`config.mk`:
```
export PLATFORM = sky130hd
export DESIGN_NAME = colmix_dimmer
export DESIGN_NICKNAME = d
export VERILOG_FILES = /design/src/common/colmix_pkg.sv /design/src/mixer/colmix_dimmer.sv
export VERILOG_INCLUDE_DIRS = /design/src /design/src/common
export SDC_FILE = /design/constraint.sdc
export NUM_CORES = 1
export LEC_CHECK = 0
export ABC_AREA = 1
export BUFFER_PORTS_ARGS = -buffer_cell sky130_fd_sc_hd__buf_2
export CELL_PAD_IN_SITES_DETAIL_PLACEMENT = 2
export CELL_PAD_IN_SITES_GLOBAL_PLACEMENT = 2
export CORE_UTILIZATION = 33
export DETAILED_ROUTE_END_ITERATION = 10
export GPL_ROUTABILITY_DRIVEN = 0
export PLACE_DENSITY = 0.78
export SLEW_MARGIN = 20
export SYNTH_ARGS = -nofsm -noshare
export SYNTH_HDL_FRONTEND = slang
export SYNTH_SLANG_ARGS = --single-unit
```
`constraint.sdc`:
```
create_clock -name clk -period 1.09 [get_ports clk]
set_clock_uncertainty 0.2 [all_clocks]
set_input_delay 0.2725 -clock clk [delete_from_list [all_inputs] [get_ports clk]]
set_output_delay 0.2725 -clock clk [all_outputs]
set_load 0.01 [all_outputs]
```
`src/common/colmix_defines.svh`:
```
/*
 * colour mixer sizing constants
 * address widths, layer count and video pipeline depth
 */
`ifndef COLMIX_DEFINES_SVH
`define COLMIX_DEFINES_SVH

// palette word address, 2-bit layer id + 5-bit bank + 4-bit colour
`define COLMIX_PAL_AW 11

// one priority register per layer
`define COLMIX_PRI_AW 2

// brightness level width
`define COLMIX_DIM_W 3

`define COLMIX_NLAYERS 4

// pixel strobes from layer sample to rgb output
`define COLMIX_PIPE_DEPTH 3

`endif

```
`src/common/colmix_pkg.sv`:
```
/*
 * colour mixer types
 * layer pixels and the results of the mixer, palette and dimmer stages
 */
`include "colmix_defines.svh"

package colmix_pkg;

    // layer order also sets the tie break
    typedef enum logic [1:0] {
        LYR_FIX = 2'd0,
        LYR_A   = 2'd1,
        LYR_B   = 2'd2,
        LYR_OBJ = 2'd3
    } layer_id_t;

    // one layer pixel, grp and shd only meaningful for objects
    typedef struct packed {
        logic [1:0] grp;
        logic       shd;
        logic [4:0] bank;
        logic [3:0] color;
    } layer_pxl_t;

    typedef struct packed {
        logic [`COLMIX_PAL_AW-1:0] addr;
        logic                      shd;
        logic                      blank;
    } mix_out_t;

    // 15-bit BGR word split into channels
    typedef struct packed {
        logic [4:0] b;
        logic [4:0] g;
        logic [4:0] r;
        logic       shd;
        logic       blank;
    } pal_out_t;

    typedef struct packed {
        logic [7:0] r;
        logic [7:0] g;
        logic [7:0] b;
    } rgb_t;

endpackage

```
`src/mixer/colmix_dimmer.sv`:
```
/*
 * dimmer
 * widens each channel to 8 bits, applies brightness and shadow,
 * and forces black outside the active area
 */
`timescale 1ns/1ps
`include "colmix_defines.svh"

module colmix_dimmer import colmix_pkg::*; (
    input  logic                     clk,
    input  logic                     rst,
    input  logic                     pxl_cen,
    input  logic [`COLMIX_DIM_W-1:0] dim,
    input  logic                     shadow_en,
    input  pal_out_t                 pal,
    output rgb_t                     rgb
);

    logic half;
    rgb_t rgb_nx;

    // one channel through expansion, brightness and shadow
    function automatic logic [7:0] shade(
        input logic [4:0]               c,
        input logic [`COLMIX_DIM_W-1:0] lvl,
        input logic                     halve
    );
        logic [7:0]                 e;
        logic [8+`COLMIX_DIM_W-1:0] p;
        logic [7:0]                 s;

        // replicate the top bits so full scale reaches 255
        e = {c, c[4:2]};
        // level 7 multiplies by 8, so the shift gives unity
        p = e * ({1'b0, lvl} + 1'b1);
        s = p[8+`COLMIX_DIM_W-1:`COLMIX_DIM_W];
        if (halve) begin
            s = s >> 1;
        end
        return s;
    endfunction

    assign half = pal.shd & shadow_en;

    always_comb begin
        rgb_nx.r = shade(pal.r, dim, half);
        rgb_nx.g = shade(pal.g, dim, half);
        rgb_nx.b = shade(pal.b, dim, half);
        if (pal.blank) begin
            rgb_nx = '0;
        end
    end

    always_ff @(posedge clk or posedge rst) begin
        if (rst) begin
            rgb <= '0;
        end else if (pxl_cen) begin
            rgb <= rgb_nx;
        end
    end

endmodule

```
==> results of run 1 <==
metrics by stage:
step	setup WS [ns]	instance area [µm²]	utilization (%)	hold slack (ns)	std cells
2_1_floorplan	-2.019	3896	-	0.08712	526
3_3_place_gp	-2.375	4989	47.68	0.1109	794
3_5_place_dp	-2.728	4989	47.68	0.1242	794
kinds of logic after synthesis:
| group | count (synthesis) | synth area share [%] |
|---|---|---|
| AO/OA/AOI/OAI | 28 | 4.569 |
| AND/OR/NAND/NOR | 266 | 31.39 |
| XOR/XNOR | 11 | 2.665 |
| flip-flops | 24 | 16.61 |
| adder cells (fa/ha/maj) | 70 | 31.08 |
| buffers and inverters | 127 | 13.67 |
==> results_dict.tcl, run 1 <==
set metrics [dict create \
    first-error "[ERROR DPL-0033] detailed placement checks failed during check placement." \
    max-clock-path-buffers 2 \
    stop_stage "clock tree synthesis (4_1_cts)" \
    synth_top_area_share_pct 18.28 \
    fp.dieW_um 106.7 \
    place_hpwl_um 13540 \
    cts_setup_buffers 25 \
    synth_most_common_cell "nand2_1" \
    synth.distinct_cells 30 \
    syn_inst 526 \
    synth_area_um2 3615 \
    htree_levels 1 \
    cts_buffers 3 \
    cts.sinks 24 \
    ys_ff_latch 24 \
    pin_count 48 \
    rows 37 \
    portBuffers 47 \
    dieHeight_um 106.7 \
    avgSynthCellArea_um2 6.872 \
    synth_common_cells "nand2_1, inv_1, nand3_1" \
    ys.flop_type "dfrtp_1" \
    initial_utilization_pct 34.55 \
    yosys-top-cells-area "fa_1, dfrtp_1, nand2_1" \
    synth.yosys.seq_area_share_pct 16.61 \
    ys_warn_count 0 \
    ys_async_sr_fraction_pct 100.0 \
    holdBufCountCts 1 \
    yosys.area.top_type "fa_1" \
    syn-num-nets 620 \
    cts_root_buf "clkbuf_8" \
    status "stopped before the end" \
    synth_edf_count 0 \
    cts_resized 102 \
]
==> run 2: changes to the inputs <==
--- a/config.mk
+++ b/config.mk
@@ -8,12 +8,10 @@
 export LEC_CHECK = 0
 export ABC_AREA = 1
 export BUFFER_PORTS_ARGS = -buffer_cell sky130_fd_sc_hd__buf_2
-export CELL_PAD_IN_SITES_DETAIL_PLACEMENT = 2
-export CELL_PAD_IN_SITES_GLOBAL_PLACEMENT = 2
-export CORE_UTILIZATION = 33
+export CORE_UTILIZATION = 40
 export DETAILED_ROUTE_END_ITERATION = 10
 export GPL_ROUTABILITY_DRIVEN = 0
-export PLACE_DENSITY = 0.78
+export PLACE_DENSITY_LB_ADDON = 0.15
 export SLEW_MARGIN = 20
 export SYNTH_ARGS = -nofsm -noshare
 export SYNTH_HDL_FRONTEND = slang
==> run 2 against run 1 <==
The flow now finishes, with violations (negative setup slack). Area after synthesis stayed put. Synthesized cell count did not move.
==> results_dict.tcl, run 2 <==
set metrics [dict create \
    setup_viol 48 \
    cts_root_buf "clkbuf_8" \
    cp-end-kind "register" \
    place_inst 762 \
    dieHeight_um 97.06 \
    hold_viol_final 0 \
    grt_setup_unrepaired "yes" \
    yosys.area.top_type "fa_1" \
    wire_per_inst_um 13.15 \
    cts.sinks 24 \
    crit_family "adder cells" \
    max-clock-path-buffers 2 \
    ys_warn_count 0 \
    fmax_ghz 0.3199 \
    setup_ws_ns -2.036 \
    path_buf_inv 4 \
    rows 34 \
    drtPass1Iterations 4 \
    drt_wl_total_um 10390 \
    antenna_left 0 \
    portBuffers 47 \
    seq_area_um2 600.6 \
    maxSlewViolCount 0 \
    clkTransAtPathRegs_ns 0.08 \
    largestRegisters "rgb x24" \
    syn_inst 526 \
    place_ws_ns -2.387 \
    regMostFlops "rgb" \
    tightest_slew_ns 0.3991 \
    avgSynthCellArea_um2 6.872 \
    drive_gt1_share_pct 46.92 \
    drc 0 \
    ir_drop_mv 0.6863 \
    antenna_cells 0 \
    min_path_type "in -> reg" \
    viasPerCell 4.799 \
    htree_levels 1 \
    synth_edf_count 0 \
    cts_buffers 3 \
    initial_utilization_pct 41.45 \
    crit_slowest_cell "fa_1" \
    drtIter0Drc 145 \
    crit_arrival_ns 3.08 \
    area_growth_pct 57.42 \
    synth.distinct_cells 30 \
    power.density_nw_per_um2 1134 \
    maxCapViolCount 0 \
    p_total_uw 6454 \
    nets 778 \
    largest_reg_flops 24 \
    dieArea_um2 9421 \
    multi_input_area_um2 3268 \
    cts_tree "yes" \
    layout_commonest_cell "nand2_1" \
    track_usage_pct 22.38 \
    grt_pass1_vias 4035 \
    synth_most_common_cell "nand2_1" \
    grt_overflow_total 0 \
    synth_top_area_share_pct 18.28 \
    syn-num-nets 620 \
    yosys-top-cells-area "fa_1, dfrtp_1, nand2_1" \
    insertion_delay_ns 0.26 \
    num_vias 3791 \
    synth_area_um2 3615 \
    ys.flop_type "dfrtp_1" \
    fillers 767 \
    fp.dieW_um 97.06 \
    antenna_found_initial 0 \
    ys_async_sr_fraction_pct 100.0 \
    layoutNonFillerInstCount 790 \
    ys_ff_latch 24 \
    pin_count 48 \
    status "finished, violations left" \
    required_ns 1.05 \
    slew_headroom_pct 73.11 \
    finalCritPeriodShare_pct 286.8 \
    grt_pass1_wl_um 17510 \
    start_kind "input pin" \
    crit_path_max_incr_delay_ns 0.51 \
    synth_common_cells "nand2_1, inv_1, nand3_1" \
    crit_chain "buf_6, ha_4, or2_4, nand2_8, buf_12, nor2_4, fa_1, inv_2, fa_1, inv_2, ha_4, a21oi_4, nand2_4, a21oi_4, nand3_2, nand3_2, nand3_2" \
    place_hpwl_um 7984 \
    violations "negative setup slack" \
    core_um2 8721 \
    path_class "in -> reg" \
    power_leakage_uw 0.003253 \
    finalCriticalPeriod_ns 3.126 \
    crit_top_cell "nand3_2" \
    cp_max_fo 5 \
    hold_ws_ns 0.2731 \
    grt_max_degree 25 \
    synth.yosys.seq_area_share_pct 16.61 \
    final_cell_mix "nand2_1, buf_4, inv_1" \
]
[run 2: kinds of logic (layout without fill, tap and decap cells)]
family | after synthesis | in the layout | share of synthesized area [%]
AO/OA/AOI/OAI | 28 | 28 | 4.569
XOR/XNOR | 11 | 11 | 2.665
adder cells (fa/ha/maj) | 70 | 70 | 31.08
AND/OR/NAND/NOR | 266 | 267 | 31.39
buffers and inverters | 127 | 282 | 13.67
flip-flops | 24 | 24 | 16.61
[run 2: per-stage QoR]
| step | util, % | area [µm²] | TNS [ns] |
|---|---|---|---|
| floorplan | - | 3896 | -46.55 |
| global placement | 56.31 | 4911 | -54.03 |
| detailed placement | 56.31 | 4911 | -55.06 |
| CTS | 60.26 | 5255 | -50.85 |
| global route | 65.25 | 5690 | -54.11 |
| finish | 65.25 | 5690 | -50.89 |
[run 2: area by class of cell]
cell class,instances,area share [%]
sequential,24,10.55
multi-input combinational,376,57.43
clock buffer,3,0.7256
timing repair buffer,161,21.04
tap,108,2.375
inverter,118,7.872
[run 2: repair_timing]
action,in CTS,in global routing
pin swaps,50,54
gates resized for setup,42,88
buffers inserted,13,11
hold endpoints to repair,24,0
hold buffers,1,0
setup endpoints to repair,48,48
cloned,1,0
[run 2: layer usage]
layer	GRT usage [%]	vias up	wire length [µm]
met5	0	-	0
met2	44.91	43	5829
met4	2.870	0	110
met1	25.64	1827	4266
li1	-	1909	-
met3	2.518	12	184
[run 2: worst min-delay path, cell delays in order]
cell and delay, ns:
buf_2 0.07, nand2_1 0.05, buf_4 0.15, nand2_1 0.06, nand2_1 0.05, nand2_1 0.05
[run 2: where the power goes]
part / internal (µW) / leakage (µW) / switching (µW)
Combinational: 2320 / 0.00292 / 2430
Sequential: 1080 / 0.000316 / 102
Clock: 247 / 0.0000216 / 275
Total: 3650 / 0.00325 / 2800
[run 2: worst paths after layout]
check	start	slack [ns]	cells after the start	end
hold reg to reg	rgb[7]	0.28	2	rgb[7]
min in group asynchronous	rst	0.37	4	rgb[11]
hold / removal	shadow_en	0.27	6	rgb[2]
setup reg to reg	rgb[9]	-0.07	4	rgb[9]
max in group asynchronous	rst	0.18	4	rgb[19]
setup / recovery	dim[0]	-2.04	17	rgb[22]
Note: power is estimated with default switching activity, not from simulation.
