--- config.mk ---
export PLATFORM = sky130hd
export DESIGN_NAME = colmix_prio
export DESIGN_NICKNAME = d
export VERILOG_FILES = /design/src/common/colmix_pkg.sv /design/src/logic/colmix_dpram.sv /design/src/mixer/colmix_prio.sv
export VERILOG_INCLUDE_DIRS = /design/src /design/src/common
export SDC_FILE = /design/constraint.sdc
export NUM_CORES = 1
export LEC_CHECK = 0
export BUFFER_PORTS_ARGS = -buffer_cell sky130_fd_sc_hd__buf_2
export CAP_MARGIN = 10
export CORE_UTILIZATION = 50
export DETAILED_ROUTE_END_ITERATION = 6
export PLACE_DENSITY = 0.82
export SETUP_SLACK_MARGIN = 0.15
export SYNTH_ARGS = -nofsm -noshare
export SYNTH_HDL_FRONTEND = slang
export SYNTH_SLANG_ARGS = --single-unit
--- constraint.sdc ---
create_clock -name clk -period 13.7 [get_ports clk]
set_input_delay 1.37 -clock clk [delete_from_list [all_inputs] [get_ports clk]]
set_output_delay 1.37 -clock clk [all_outputs]
set_load 0.05 [all_outputs]
--- src/common/colmix_defines.svh ---
/*
 * colour mixer sizing constants
 * address widths, layer count and video pipeline depth
 */
`ifndef COLMIX_DEFINES_SVH
`define COLMIX_DEFINES_SVH

// palette word address, 2-bit layer id + 5-bit bank + 4-bit colour
`define COLMIX_PAL_AW 11

// one priority register per layer
`define COLMIX_PRI_AW 2

// brightness level width
`define COLMIX_DIM_W 3

`define COLMIX_NLAYERS 4

// pixel strobes from layer sample to rgb output
`define COLMIX_PIPE_DEPTH 3

`endif

--- src/common/colmix_pkg.sv ---
/*
 * colour mixer types
 * layer pixels and the results of the mixer, palette and dimmer stages
 */
`include "colmix_defines.svh"

package colmix_pkg;

    // layer order also sets the tie break
    typedef enum logic [1:0] {
        LYR_FIX = 2'd0,
        LYR_A   = 2'd1,
        LYR_B   = 2'd2,
        LYR_OBJ = 2'd3
    } layer_id_t;

    // one layer pixel, grp and shd only meaningful for objects
    typedef struct packed {
        logic [1:0] grp;
        logic       shd;
        logic [4:0] bank;
        logic [3:0] color;
    } layer_pxl_t;

    typedef struct packed {
        logic [`COLMIX_PAL_AW-1:0] addr;
        logic                      shd;
        logic                      blank;
    } mix_out_t;

    // 15-bit BGR word split into channels
    typedef struct packed {
        logic [4:0] b;
        logic [4:0] g;
        logic [4:0] r;
        logic       shd;
        logic       blank;
    } pal_out_t;

    typedef struct packed {
        logic [7:0] r;
        logic [7:0] g;
        logic [7:0] b;
    } rgb_t;

endpackage

--- src/logic/colmix_dpram.sv ---
/*
 * dual-port synchronous RAM
 * one write port and two registered read ports, stored word set by type
 */
`timescale 1ns/1ps

module colmix_dpram #(
    parameter type word_t = logic [7:0],
    parameter int  aw     = 8
) (
    input  logic          clk,
    input  logic          we,
    input  logic [aw-1:0] waddr,
    input  logic [aw-1:0] raddr_a,
    input  logic [aw-1:0] raddr_b,
    input  word_t         wdata,
    output word_t         q_a,
    output word_t         q_b
);

    word_t mem [2**aw];

    always_ff @(posedge clk) begin
        if (we) begin
            mem[waddr] <= wdata;
        end
    end

    // reads return the old word on a same-cycle write
    always_ff @(posedge clk) begin
        q_a <= mem[raddr_a];
        q_b <= mem[raddr_b];
    end

endmodule

--- src/mixer/colmix_prio.sv ---
/*
 * priority mixer
 * picks the opaque layer with the lowest effective priority and
 * registers its palette address together with shadow and blank
 */
`timescale 1ns/1ps
`include "colmix_defines.svh"

module colmix_prio import colmix_pkg::*; (
    input  logic                     clk,
    input  logic                     rst,
    input  logic                     pxl_cen,
    input  logic                     lhbl,
    input  logic                     lvbl,
    input  logic                     pcu_we,
    input  logic [`COLMIX_PRI_AW-1:0] pri_addr,
    input  logic [5:0]               pri_data,
    input  layer_pxl_t               fix,
    input  layer_pxl_t               lyra,
    input  layer_pxl_t               lyrb,
    input  layer_pxl_t               obj,
    output mix_out_t                 mix,
    output logic [5:0]               pri_q
);

    layer_pxl_t                 lyr [`COLMIX_NLAYERS];
    logic [5:0]                 pri_r [`COLMIX_NLAYERS];
    logic [6:0]                 eff [`COLMIX_NLAYERS];
    logic [`COLMIX_NLAYERS-1:0] pri_vld;
    logic                       rd_vld;
    logic [5:0]                 ram_q;
    layer_id_t                  win_id;
    logic [6:0]                 win_pri;
    logic                       win_any;

    assign lyr[LYR_FIX] = fix;
    assign lyr[LYR_A]   = lyra;
    assign lyr[LYR_B]   = lyrb;
    assign lyr[LYR_OBJ] = obj;

    // register file for cpu read-back, port b is spare
    colmix_dpram #(
        .word_t ( logic [5:0]    ),
        .aw     ( `COLMIX_PRI_AW )
    ) u_prireg (
        .clk     ( clk      ),
        .we      ( pcu_we   ),
        .waddr   ( pri_addr ),
        .raddr_a ( pri_addr ),
        .raddr_b ( '0       ),
        .wdata   ( pri_data ),
        .q_a     ( ram_q    ),
        .q_b     (          )
    );

    // flop copy so all four values are visible at once
    always_ff @(posedge clk or posedge rst) begin
        if (rst) begin
            for (int i = 0; i < `COLMIX_NLAYERS; i++) begin
                pri_r[i] <= '0;
            end
            pri_vld <= '0;
            rd_vld  <= 1'b0;
        end else begin
            rd_vld <= pri_vld[pri_addr];
            if (pcu_we) begin
                pri_r[pri_addr]   <= pri_data;
                pri_vld[pri_addr] <= 1'b1;
            end
        end
    end

    // unwritten registers read back as their reset value
    assign pri_q = rd_vld ? ram_q : 6'd0;

    // object group adds steps of 8
    always_comb begin
        for (int i = 0; i < `COLMIX_NLAYERS; i++) begin
            eff[i] = {1'b0, pri_r[i]};
        end
        eff[LYR_OBJ] = {1'b0, pri_r[LYR_OBJ]} + {2'b00, obj.grp, 3'b000};
    end

    // strict compare in ascending order, ties stay with the lower id
    always_comb begin
        win_id  = LYR_FIX;
        win_pri = '1;
        win_any = 1'b0;
        for (int i = 0; i < `COLMIX_NLAYERS; i++) begin
            if (lyr[i].color != 4'd0 && (!win_any || eff[i] < win_pri)) begin
                win_any = 1'b1;
                win_pri = eff[i];
                win_id  = layer_id_t'(i);
            end
        end
    end

    always_ff @(posedge clk or posedge rst) begin
        if (rst) begin
            mix.addr  <= '0;
            mix.shd   <= 1'b0;
            mix.blank <= 1'b1;
        end else if (pxl_cen) begin
            mix.addr  <= win_any ? {win_id, lyr[win_id].bank, lyr[win_id].color} : '0;
            // shadow follows the object even when it loses
            mix.shd   <= (obj.color != 4'd0) && obj.shd;
            mix.blank <= ~(lhbl & lvbl);
        end
    end

endmodule

==> results.md <==
Status:
- The run finished with clean final reports.

Clock network:
- Once the clock tree was built, the resizer swapped 0 gates to a different size.
- The clock tree synthesis step divided the H-tree into 3 levels.
- The latest clock arrival within the worst-skew pair is 350 ps.
- TritonCTS built the clock tree.
- Clock-pin slew was measured on the worst setup and hold paths at 80 ps.
- The CTS sink count is 72.
- The hold-fix buffer count after cts is 0.
- The deepest clock path buffer count is 2.
- Post-CTS timing repair inserted 0 buffers for setup.
- Buffers inserted during clock tree synthesis total 9.
- In this run the clock root is driven by a sky130_fd_sc_hd__clkbuf_8.

Drt:
- The violation count after the first detailed-routing iteration is 136.
- For this run, design rule violations remaining after detail routing come to 0.
- The per-cell via count in the routed design is 5.507.
- The detail-routed net length per standard cell is 16.04 um.
- The remaining antenna violation count is 0.
- The routed design has 7874 um of wire.
- For this run, the detailed router's first-pass iteration total came to 4.
- The routed layout has 2704 vias.

Setup path:
- The top fanout value on the critical path is 21.
- The kind of end point of the critical path is a flip-flop.
- The critical path startpoint category is an input port.
- The cell occurring most often along the worst timing path is sky130_fd_sc_hd__o21ai_0.
- The dominant delay contributor by cell family on the critical path is compound AO/OA/AOI/OAI gates.
- The arrival time of the worst setup path is 7530 ps.
- The setup path with the least slack is of type in2reg.
- The cell with the biggest individual delay on the critical path is sky130_fd_sc_hd__nor4_4.
- In this design, the stage delay of the slowest critical-path cell is 590 ps.
- The worst endpoint required time is 13910 ps.
- Counting both buffers and inverters, the worst setup path holds a total of 1.

Die:
- The number of standard-cell rows in the floorplan is 30.
- From left edge to right edge, the die measures 87.79 um.
- The floorplan step defined a core boundary enclosing 6944 um^2.
- Pin placement for this block handled 81 I/O pins.
- The initial utilization of the core area, before any placement, comes to 0.5299.
- From bottom edge to top edge, the die measures 87.79 um.
- The area enclosed by the die boundary is 7706 um^2.

Power:
- The share of total power dissipated in combinational logic is 0.403.
- The share of total power dissipated in the clock network is 0.240.
- Power spread over the standard cell area amounts to 179.1 nW/um^2.
- The sequential share of power is 0.356.
- Power comes to 0.7787 mW.
- Of the total power, the share spent switching nets is 0.3870.
- Summed over all nets, the switching power comes to 0.3014 mW.
- In this run the static leakage power is 1.896 nW.
- The worst-case vdd ir drop is 0.1492 mV.
- The internal cell power is 0.4773 mW.

Global routing:
- For this run the aggregate overflow at the end of global routing stands at 0.
- The maximum number of pins on one net before global-route repair is 43.
- The number of antenna violations at the first check in global routing came to 0.
- Across every metal layer, demand over resource in global routing totals 0.2238.
- The first-pass GRT wire length is 12800 um.
- The number of global-route vias before repair was 2643.

Layout:
- Leaving out fill and tap cells, the most frequent cells in the layout are 71 x sky130_fd_sc_hd__buf_2, 66 x sky130_fd_sc_hd__nand2_1, 41 x sky130_fd_sc_hd__dfrtp_1, 24 x sky130_fd_sc_hd__edfxtp_1, 20 x sky130_fd_sc_hd__mux2_2.
- The fill cell total of the finished layout is 537.
- The number of diodes added for antenna fixing is 0.
- The area growth from synthesis to layout is 18.16%.
- The share of layout cells above drive strength 1 is 0.3316.
- After the flow finishes, the layout carries non-filler instances totaling 491.
- Once layout is complete, the utilization of the core stands at 0.6261.
- At the end of the flow, the number of nets in the layout was 468.
- Leaving out fill and tap cells, the most frequent cell in the layout is sky130_fd_sc_hd__buf_2.
- After routing the design area is 4348 um^2.

Timing:
- The number of hold-slack violations in the final timing report is 0.
- The worst-case clock skew is 7.578 ps.
- Measured against its own limit, the worst slew margin works out to 0.5312.
- The aggregate negative setup slack is 0 ps.
- The number of failing setup endpoints in the final timing report is 0.
- The actual slew at the worst max-slew pin is 701.5 ps.
- Setup repair after global routing left no endpoint under its margin.
- The smallest clock period supported by the final layout is computed as 7312 ps.
- The final number of max-transition violations was 0.
- The final worst-path cycle share is 0.5337.
- The maximum achievable frequency is 136.8 MHz.

Logic synthesis:
- The async set-or-reset flop fraction in the synthesized netlist is 0.5833.
- After synthesis the netlist holds a flip-flop and latch count of 72.
- Summing every instance area after synthesis gives 3680 um^2.
- The number of different library cells used by synthesis comes to 55.
- For this run, the register share of the synthesized area comes to 0.5145.
- The most frequently used flop master after synthesis is sky130_fd_sc_hd__dfrtp_1.
- The post-synthesis net count is 392.
- After technology mapping, the gate count stands at 314.
- Dividing the synthesized area by the synthesized cell count gives 11.72 um^2.
- For this run, the number of Yosys warnings is 0.
- Counting flops with a built-in enable in the synthesized netlist gives 24.

Placed design:
- The count of buffers inserted at the top-level ports is 71.
- The number of placed instances, taps included, is 475.
- The post-place instance area is 4128 um^2.
- Routability-driven placement finished with a final weighted congestion of 0.8212.
- The wire-length estimate of the detail-placed layout is 5662 um.

Run:
- The number of max-cap violations is 0.

Min path:
- The min-delay analysis places its worst path in the category reg2reg.
==> cells by family after synthesis <==
logic type / after synthesis / share of synthesized area
compound gates: 58 / 0.1143
xor+xnor: 2 / 0.004761
fa+ha+maj: 17 / 0.05950
buf+inv: 19 / 0.02278
flops: 72 / 0.5145
mux: 36 / 0.1285
simple gates: 110 / 0.1557
==> registers in the layout (all words and copies together), names as in the netlist <==
register and count:
u_prireg.mem 24, eff 18, mix 13, pri_r 6, u_prireg.q_a 6, pri_vld 4
rd_vld 1
==> cells in the mapped netlist (all sizes together), types with 7 or more instances <==
| master | instances | area (um^2) |
|---|---|---|
| a21oi | 9 | 56.31 |
| and2 | 8 | 50.05 |
| dfrtp | 41 | 1026 |
| edfxtp | 24 | 720.7 |
| ha | 15 | 187.7 |
| inv | 9 | 33.78 |
| mux2 | 20 | 225.2 |
| mux2i | 9 | 90.09 |
| mux4 | 7 | 157.7 |
| nand2 | 66 | 247.7 |
| nand3 | 8 | 45.04 |
| nor2 | 8 | 30.03 |
| o21a | 7 | 52.55 |
| o21ai | 15 | 86.34 |
| o221ai | 9 | 78.83 |
==> per-stage QoR <==
step	hold WS (ps)	setup WS, ps
6_report	469.7	6388
5_1_grt	482.5	5931
4_1_cts	469.1	6441
3_5_place_dp	447.4	6081
3_3_place_gp	444.0	6149
2_1_floorplan	428.7	7139
==> final timing paths <==
| kind | from | end | slack, ps | depth (start not counted) |
|---|---|---|---|---|
| setup / recovery | fix[0] | mix[9] | 6390 | 25 |
| hold / removal | pri_vld[3] | pri_vld[3] | 470 | 1 |
| setup reg to reg | eff[26] | mix[9] | 7780 | 23 |
| hold reg to reg | pri_vld[3] | pri_vld[3] | 470 | 1 |
| max in group asynchronous | rst | mix[0] | 12170 | 3 |
| min in group asynchronous | rst | eff[15] | 1150 | 3 |
==> power groups by stage <==
stage	sequential (mW)	combinational (mW)	clock, mW
finish	0.277	0.314	0.187
global route	0.281	0.344	0.199
CTS	0.277	0.313	0.191
detailed placement	0.281	0.312	0
global placement	0.280	0.305	0
floorplan	0.333	0.192	0
==> cell type report <==
class / instances / area [um^2] / area share
Sequential cell: 72 / 1893 / 0.4354
Multi-Input combinational cell: 223 / 1703 / 0.3917
Timing Repair Buffer: 73 / 370.4 / 0.08518
Clock buffer: 10 / 127.6 / 0.02935
Tap cell: 96 / 120.1 / 0.02763
Clock inverter: 6 / 92.59 / 0.02129
Inverter: 11 / 41.29 / 0.009496
==> layer usage <==
metal  vias up  global-route usage  share of wire
met5         -                   0              0
met4         0             0.09538          0.019
met3        13             0.04901          0.048
met2        86              0.3636           0.49
met1      1305              0.2901           0.44
li1       1300                   -              -
Power figures use the tool's default switching activity.
